===== config.mk =====
export PLATFORM = sky130hd
export DESIGN_NAME = uart_loader_top
export DESIGN_NICKNAME = d
export VERILOG_FILES = /design/src/uart_pkg.sv /design/src/loader_pkg.sv /design/src/uart_rx.sv /design/src/byte_fifo.sv /design/src/word_packer.sv /design/src/uart_loader_top.sv
export SDC_FILE = /design/constraint.sdc
export NUM_CORES = 1
export LEC_CHECK = 0
export ABC_AREA = 1
export ABC_CLOCK_PERIOD_IN_PS = 1900
export BUFFER_PORTS_ARGS = -buffer_cell sky130_fd_sc_hd__buf_4
export CAP_MARGIN = 20
export CORE_MARGIN = 3
export CORE_UTILIZATION = 25
export DETAILED_ROUTE_END_ITERATION = 16
export PLACE_DENSITY_LB_ADDON = 0.2
export SLEW_MARGIN = 40
export SYNTH_ARGS = -nofsm -noshare
export SYNTH_HDL_FRONTEND = slang
export SYNTH_SLANG_ARGS = --single-unit
export TNS_END_PERCENT = 5

===== constraint.sdc =====
create_clock -name clk -period 1.9 [get_ports clk]
set_input_delay 0.285 -clock clk [delete_from_list [all_inputs] [get_ports clk]]
set_output_delay 0.285 -clock clk [all_outputs]
set_load 0.02 [all_outputs]

===== src/uart_pkg.sv =====
package uart_pkg;

    // serial line timing for 115200 baud from a 50 MHz clock
    localparam int clks_per_bit = 434;
    localparam int half_bit     = 217; // start edge to middle of the start bit

    typedef logic [7:0] uart_byte_t;
    typedef logic [8:0] baud_cnt_t;    // wide enough for clks_per_bit - 1

endpackage


===== src/loader_pkg.sv =====
package loader_pkg;

    typedef logic [31:0] mem_word_t;
    typedef logic [31:0] mem_addr_t;   // byte address

    localparam int load_words     = 8; // words written before done
    localparam int bytes_per_word = 4;

    localparam int fifo_depth = 16;
    typedef logic [4:0] fifo_ptr_t;    // index bits plus one wrap bit

endpackage


===== src/uart_rx.sv =====
`timescale 1ns/100ps

module uart_rx (
    input  logic                clk,
    input  logic                rst,
    input  logic                rx,
    output uart_pkg::uart_byte_t rx_byte,
    output logic                rx_valid,
    output logic                frame_error_pulse
);

    import uart_pkg::*;

    typedef enum logic [1:0] {
        idle,
        start,
        data,
        stop
    } rx_state_t;

    rx_state_t  state;
    logic       rx_meta;
    logic       rx_sync;
    logic       rx_prev;
    logic       fall;
    baud_cnt_t  baud_cnt;
    logic [2:0] bit_cnt;
    uart_byte_t shift_q;

    // two flop synchronizer, the line idles high
    always_ff @(posedge clk) begin
        if (rst) begin
            rx_meta <= 1'b1;
            rx_sync <= 1'b1;
            rx_prev <= 1'b1;
        end else begin
            rx_meta <= rx;
            rx_sync <= rx_meta;
            rx_prev <= rx_sync;
        end
    end

    assign fall = rx_prev & ~rx_sync;

    always_ff @(posedge clk) begin
        if (rst) begin
            state             <= idle;
            baud_cnt          <= '0;
            bit_cnt           <= '0;
            rx_valid          <= 1'b0;
            frame_error_pulse <= 1'b0;
        end else begin
            rx_valid          <= 1'b0;
            frame_error_pulse <= 1'b0;
            case (state)
                idle: begin
                    baud_cnt <= '0;
                    bit_cnt  <= '0;
                    if (fall) begin
                        state <= start;
                    end
                end
                start: begin
                    if (baud_cnt == baud_cnt_t'(half_bit - 1)) begin
                        baud_cnt <= '0;
                        if (rx_sync) begin
                            state <= idle; // start bit gone at mid-bit, a glitch
                        end else begin
                            state <= data;
                        end
                    end else begin
                        baud_cnt <= baud_cnt + 1'b1;
                    end
                end
                data: begin
                    if (baud_cnt == baud_cnt_t'(clks_per_bit - 1)) begin
                        baud_cnt <= '0;
                        bit_cnt  <= bit_cnt + 1'b1;
                        if (bit_cnt == 3'd7) begin
                            state <= stop;
                        end
                    end else begin
                        baud_cnt <= baud_cnt + 1'b1;
                    end
                end
                stop: begin
                    if (baud_cnt == baud_cnt_t'(clks_per_bit - 1)) begin
                        baud_cnt          <= '0;
                        state             <= idle;
                        rx_valid          <= rx_sync;  // good stop bit hands the byte on
                        frame_error_pulse <= ~rx_sync; // low stop bit drops the frame
                    end else begin
                        baud_cnt <= baud_cnt + 1'b1;
                    end
                end
                default: begin
                    state <= idle;
                end
            endcase
        end
    end

    // data bits arrive lsb first
    always_ff @(posedge clk) begin
        if (state == data && baud_cnt == baud_cnt_t'(clks_per_bit - 1)) begin
            shift_q <= {rx_sync, shift_q[7:1]};
        end
    end

    assign rx_byte = shift_q;

    a_valid_xor_error: assert property (
        @(posedge clk) disable iff (rst)
        !(rx_valid && frame_error_pulse)
    );

endmodule


===== src/byte_fifo.sv =====
`timescale 1ns/100ps

module byte_fifo (
    input  logic                 clk,
    input  logic                 rst,
    input  uart_pkg::uart_byte_t push_byte,
    input  logic                 push,
    output uart_pkg::uart_byte_t fifo_byte,
    output logic                 fifo_valid,
    input  logic                 fifo_ready,
    output logic                 overrun
);

    import uart_pkg::*;
    import loader_pkg::*;

    uart_byte_t mem [fifo_depth];
    fifo_ptr_t  wr_ptr;
    fifo_ptr_t  rd_ptr;
    fifo_ptr_t  count;
    logic       full;
    logic       empty;
    logic       do_push;
    logic       do_pop;

    // same index with opposite wrap bits means the ring is full
    assign empty = (wr_ptr == rd_ptr);
    assign full  = (wr_ptr[$clog2(fifo_depth)] != rd_ptr[$clog2(fifo_depth)]) &&
                   (wr_ptr[$clog2(fifo_depth)-1:0] == rd_ptr[$clog2(fifo_depth)-1:0]);
    assign count = wr_ptr - rd_ptr;

    assign do_push = push & ~full;
    assign do_pop  = fifo_valid & fifo_ready;

    always_ff @(posedge clk) begin
        if (do_push) begin
            mem[wr_ptr[$clog2(fifo_depth)-1:0]] <= push_byte;
        end
    end

    always_ff @(posedge clk) begin
        if (rst) begin
            wr_ptr  <= '0;
            rd_ptr  <= '0;
            overrun <= 1'b0;
        end else begin
            if (do_push) begin
                wr_ptr <= wr_ptr + 1'b1;
            end
            if (do_pop) begin
                rd_ptr <= rd_ptr + 1'b1;
            end
            if (push && full) begin
                overrun <= 1'b1; // the byte is lost, stays set until reset
            end
        end
    end

    assign fifo_valid = ~empty;
    assign fifo_byte  = mem[rd_ptr[$clog2(fifo_depth)-1:0]];

    a_count_bound: assert property (
        @(posedge clk) disable iff (rst)
        count <= fifo_ptr_t'(fifo_depth)
    );

    a_hold_while_stalled: assert property (
        @(posedge clk) disable iff (rst)
        fifo_valid && !fifo_ready |=> fifo_valid && $stable(fifo_byte)
    );

endmodule


===== src/word_packer.sv =====
`timescale 1ns/100ps

module word_packer (
    input  logic                 clk,
    input  logic                 rst,
    input  uart_pkg::uart_byte_t fifo_byte,
    input  logic                 fifo_valid,
    output logic                 fifo_ready,
    output logic                 mem_valid,
    input  logic                 mem_ready,
    output loader_pkg::mem_addr_t mem_addr,
    output loader_pkg::mem_word_t mem_data,
    output logic                 done
);

    import loader_pkg::*;

    typedef enum logic [1:0] {
        collect,
        write,
        finished
    } pack_state_t;

    pack_state_t state;
    logic [1:0]  lane;
    mem_word_t   word_q;
    mem_addr_t   addr_q;
    logic        take;
    logic        last_write;

    assign fifo_ready = (state == collect);
    assign take       = fifo_valid & fifo_ready;

    // the address doubles as the word count
    assign last_write = (addr_q == mem_addr_t'((load_words - 1) * bytes_per_word));

    always_ff @(posedge clk) begin
        if (rst) begin
            state  <= collect;
            lane   <= '0;
            addr_q <= '0;
        end else begin
            case (state)
                collect: begin
                    if (take) begin
                        lane <= lane + 1'b1;
                        if (lane == 2'(bytes_per_word - 1)) begin
                            state <= write;
                        end
                    end
                end
                write: begin
                    if (mem_ready) begin
                        addr_q <= addr_q + mem_addr_t'(bytes_per_word);
                        state  <= last_write ? finished : collect;
                    end
                end
                finished: begin
                    state <= finished; // held until reset
                end
                default: begin
                    state <= collect;
                end
            endcase
        end
    end

    // first byte lands in the low lane
    always_ff @(posedge clk) begin
        if (take) begin
            word_q[{lane, 3'b000} +: 8] <= fifo_byte;
        end
    end

    assign mem_valid = (state == write);
    assign mem_addr  = addr_q;
    assign mem_data  = word_q;
    assign done      = (state == finished);

    a_write_stable: assert property (
        @(posedge clk) disable iff (rst)
        mem_valid && !mem_ready |=> mem_valid && $stable(mem_addr) && $stable(mem_data)
    );

endmodule


===== src/uart_loader_top.sv =====
`timescale 1ns/100ps

module uart_loader_top (
    input  logic                  clk,
    input  logic                  rst,
    input  logic                  rx,
    output logic                  mem_valid,
    input  logic                  mem_ready,
    output loader_pkg::mem_addr_t mem_addr,
    output loader_pkg::mem_word_t mem_data,
    output logic                  done,
    output logic                  overrun,
    output logic                  frame_error
);

    import uart_pkg::*;

    uart_byte_t rx_byte;
    logic       rx_valid;
    logic       frame_error_pulse;
    uart_byte_t fifo_byte;
    logic       fifo_valid;
    logic       fifo_ready;

    uart_rx uart_rx_inst (
        .clk               (clk),
        .rst               (rst),
        .rx                (rx),
        .rx_byte           (rx_byte),
        .rx_valid          (rx_valid),
        .frame_error_pulse (frame_error_pulse)
    );

    byte_fifo byte_fifo_inst (
        .clk        (clk),
        .rst        (rst),
        .push_byte  (rx_byte),
        .push       (rx_valid),
        .fifo_byte  (fifo_byte),
        .fifo_valid (fifo_valid),
        .fifo_ready (fifo_ready),
        .overrun    (overrun)
    );

    word_packer word_packer_inst (
        .clk        (clk),
        .rst        (rst),
        .fifo_byte  (fifo_byte),
        .fifo_valid (fifo_valid),
        .fifo_ready (fifo_ready),
        .mem_valid  (mem_valid),
        .mem_ready  (mem_ready),
        .mem_addr   (mem_addr),
        .mem_data   (mem_data),
        .done       (done)
    );

    always_ff @(posedge clk) begin
        if (rst) begin
            frame_error <= 1'b0;
        end else if (frame_error_pulse) begin
            frame_error <= 1'b1; // sticky until reset
        end
    end

endmodule


==> key figures <==
Status
  • Outcome: finished, final reports clean

Place
  • Final HPWL DP: 19200 um
  • Routability cong.: 0.798
  • Post-Place Cells: 1774
  • # port buffers: 69

Setup path
  • Crit path launch type: flip-flop
  • Crit path DAT: 2.07 ns
  • Crit path capture type: flip-flop
  • Critical path type: flip-flop to flip-flop
  • Data required, critical path: ~2.2 ns
  • CP max FO: 24

Logic synthesis
  • Yosys warning total: 0
  • Sequential area share after synthesis: 60.5%
  • Cell Area, Synth: 10600 um^2
  • Seq cells post-synth: 237
  • Area leader, netlist: edfxtp_1
  • Syn avg cell area: 9.25 um^2
  • Synth area leaders: edfxtp_1 (47%), dfxtp_1 (13%), nand2_1 (9.8%), nand3_1 (7.1%), inv_1 (6.1%)
  • Synth Instances: roughly 1100
  • Area share of the largest cell type after synthesis: 47.5%
  • Distinct cell type count after synthesis: 37

Finish
  • Register area: 6430 um^2
  • Most frequent cells in the layout: nand2_1 (278), inv_1 (174), edfxtp_1 (168), nand3_1 (150), buf_4 (126)
  • # fillers: 4322
  • Most common cell after layout, fill and taps aside: nand2_1
  • Share of cells above drive strength 1: 16.3%
  • Diodes inserted: 0
  • Nets: 1296
  • Syn-to-layout area delta: 23.0%
  • Post-route non-filler standard cell count: around 1800
  • Area of the multi-input gates: around 3300 um^2

STA
  • F_max: roughly 570 MHz
  • Final Hold Vio Count: 0
  • Setup Viol. Count Final: 0
  • Setup Skew: about 0.030 ns
  • RSZ-0062 raised after global routing: no
  • Setup TNS: 0 ns
  • Relative slew slack: 56.0%
  • Minimum clock period: around 1.8 ns
  • Final Cycle Share: between 90 and 100%
  • Max-slew violations: 0
  • Slew @ Worst Pin: 0.655 ns

Power
  • Sw Share: a little under a third
  • Peak VDD IR: about 0.0006 V
  • Comb pwr share: 22.1%
  • Pwr dens: 1100 nW/um^2
  • Leak pwr: 5.48 nW
  • Sequential power share: 41.2%
  • Cell-internal power: 9.93 mW
  • Clock network power share: 36.6%
  • Psw: ~4.4 mW

Clock tree
  • Reg clk slew, reported paths: roughly 0.060 ns
  • Longest Clk Path Bufs: 3
  • Clk Latency, worst-skew pair: 0.56 ns
  • H-tree depth: 1
  • Clock Root Buffer: clkbuf_16
  • CTS buffer count: 28
  • TritonCTS clock tree: yes
  • Clock Sinks: 237

Floorplanning
  • Die X: between 200 and 250 um
  • Core ar.: 41400 um^2
  • Num rows: 74
  • Initial cell density of the core: 25.7%
  • Die area: 45000 um^2
  • # IOs: 72
  • Vert. Die Dim: 212 um

Global route
  • First-pass GRT wire length: 43000 um
  • Global route overflow: 0
  • Initial antenna violation count: 0
  • Vias in the first global route: ~7600
  • Total GRT Usage: 12.2%
  • Largest net degree at the start of global routing: slightly below 50

Routing
  • Final WL: between 20000 and 30000 um
  • Antenna Nets Post-Route: 0
  • Wire length per cell: between 15 and 20 um
  • DR vias: 7832
  • Iter 0 DRT Violations: ~500
  • Detail-routed via count per cell: 4.28
  • Pre-antenna DRT Iters: 4
  • Drt drc: 0

Worst hold path
  • Hold/Removal Path Class: primary input to flip-flop

Job
  • Max-capacitance violation count: 0
==> per-layer routing <==
layer	wire (um)	share of wire, %	vias up	GRT usage (%)
li1	-	-	3982	-
met1	13400	49	3644	17.6
met2	12300	45	159	19.0
met3	1210	4.4	47	1.96
met4	665	2.4	0	3.16
met5	0	0	-	0
==> critical path: stages (launching register included) <==
cell and delay, ns:
dfxtp_2 0.34, inv_2 0.08, buf_4 0.27, nand2_1 0.11, nand3_1 0.08, nand3_1 0.14, nand3_1 0.16, nand2_1 0.12
nand3_1 0.14, nor2_1 0.06
==> metrics by stage <==
step	util (%)	area [um^2]	setup slack (ns)	hold WS (ns)	power [mW]
after detailed placement	29.3	12100	0.134	0.395	9.19
after floorplan	-	10600	0.0203	0.389	8.00
after global routing	31.6	13100	0.0196	0.0243	15.1
after global placement	29.3	12100	0.136	0.397	9.19
final	31.6	13100	0.145	0.0499	14.3
after CTS	31.5	13000	0.115	0.0118	14.5
==> layout make-up <==
type                    count  share of cell area, %
clock buffers              30                   5.42
multi-input cells         694                   25.6
inverters                 182                   5.25
repair buffers            132                   7.86
flip-flops and latches    237                   49.2
clock inverters            21                   1.52
well taps                 532                   5.10
==> power groups by stage <==
stage / logic (mW) / registers [mW] / clock network, mW
after floorplan: 1.80 / 6.20 / 0
after global placement: 3.17 / 6.02 / 0
after detailed placement: 3.18 / 6.02 / 0
after CTS: 3.20 / 5.91 / 5.43
after global routing: 3.55 / 5.93 / 5.66
final: 3.17 / 5.90 / 5.25
==> timing repair <==
| item | in CTS | in global routing |
|---|---|---|
| setup buffers | 0 | 0 |
| resized for setup | 0 | 3 |
| hold buffers | 3 | 0 |
| endpoints found under the hold margin | 3 | 0 |
| endpoints found under the setup margin | 0 | 32 |
==> state kept, by name, summed over array words and instances (netlist names), 2 cells and up, named ones only <==
signal,flops
word_packer_inst.mem_data,32
word_packer_inst.lane,2
uart_rx_inst.rx_byte,8
uart_rx_inst.baud_cnt,9
word_packer_inst.state,2
word_packer_inst.mem_addr,30
byte_fifo_inst.wr_ptr,5
byte_fifo_inst.rd_ptr,5
byte_fifo_inst.mem,128
uart_rx_inst.bit_cnt,3
==> logic make-up after synthesis <==
family,count (synthesis),share of synthesized area (%)
flops,237,60.5
other cells,1,0.0353
buf+inv,219,8.10
xor+xnor,17,1.40
fa+ha+maj,17,2.00
simple gates,609,25.6
compound gates,49,2.34
==> synth_stat cells, drive strengths merged <==
cell type / number
a21oi: 34
conb: 1
a31oi: 1
nand3b: 3
nand4: 18
edfxtp: 168
nor4: 2
dfxtp: 69
buf: 24
clkbuf: 13
inv: 181
xor2: 13
or2: 3
xnor2: 4
nand3: 154
ha: 17
nor3b: 2
nand2: 285
o21a: 1
nor2: 128
clkinv: 1
o21ai: 13
nor3: 14
==> final timing paths <==
check	startpoint	cells after the start	to	slack, ns
min	mem_ready	3	word_packer_inst.mem_addr[3]	0.05
max reg2reg	flip-flop	9	word_packer_inst.mem_data[31]	0.14
max	flip-flop	9	word_packer_inst.mem_data[31]	0.14
min reg2reg	uart_rx_inst.rx_meta	1	uart_rx_inst.rx_sync	0.41
Note: power is estimated with default switching activity, not from simulation.
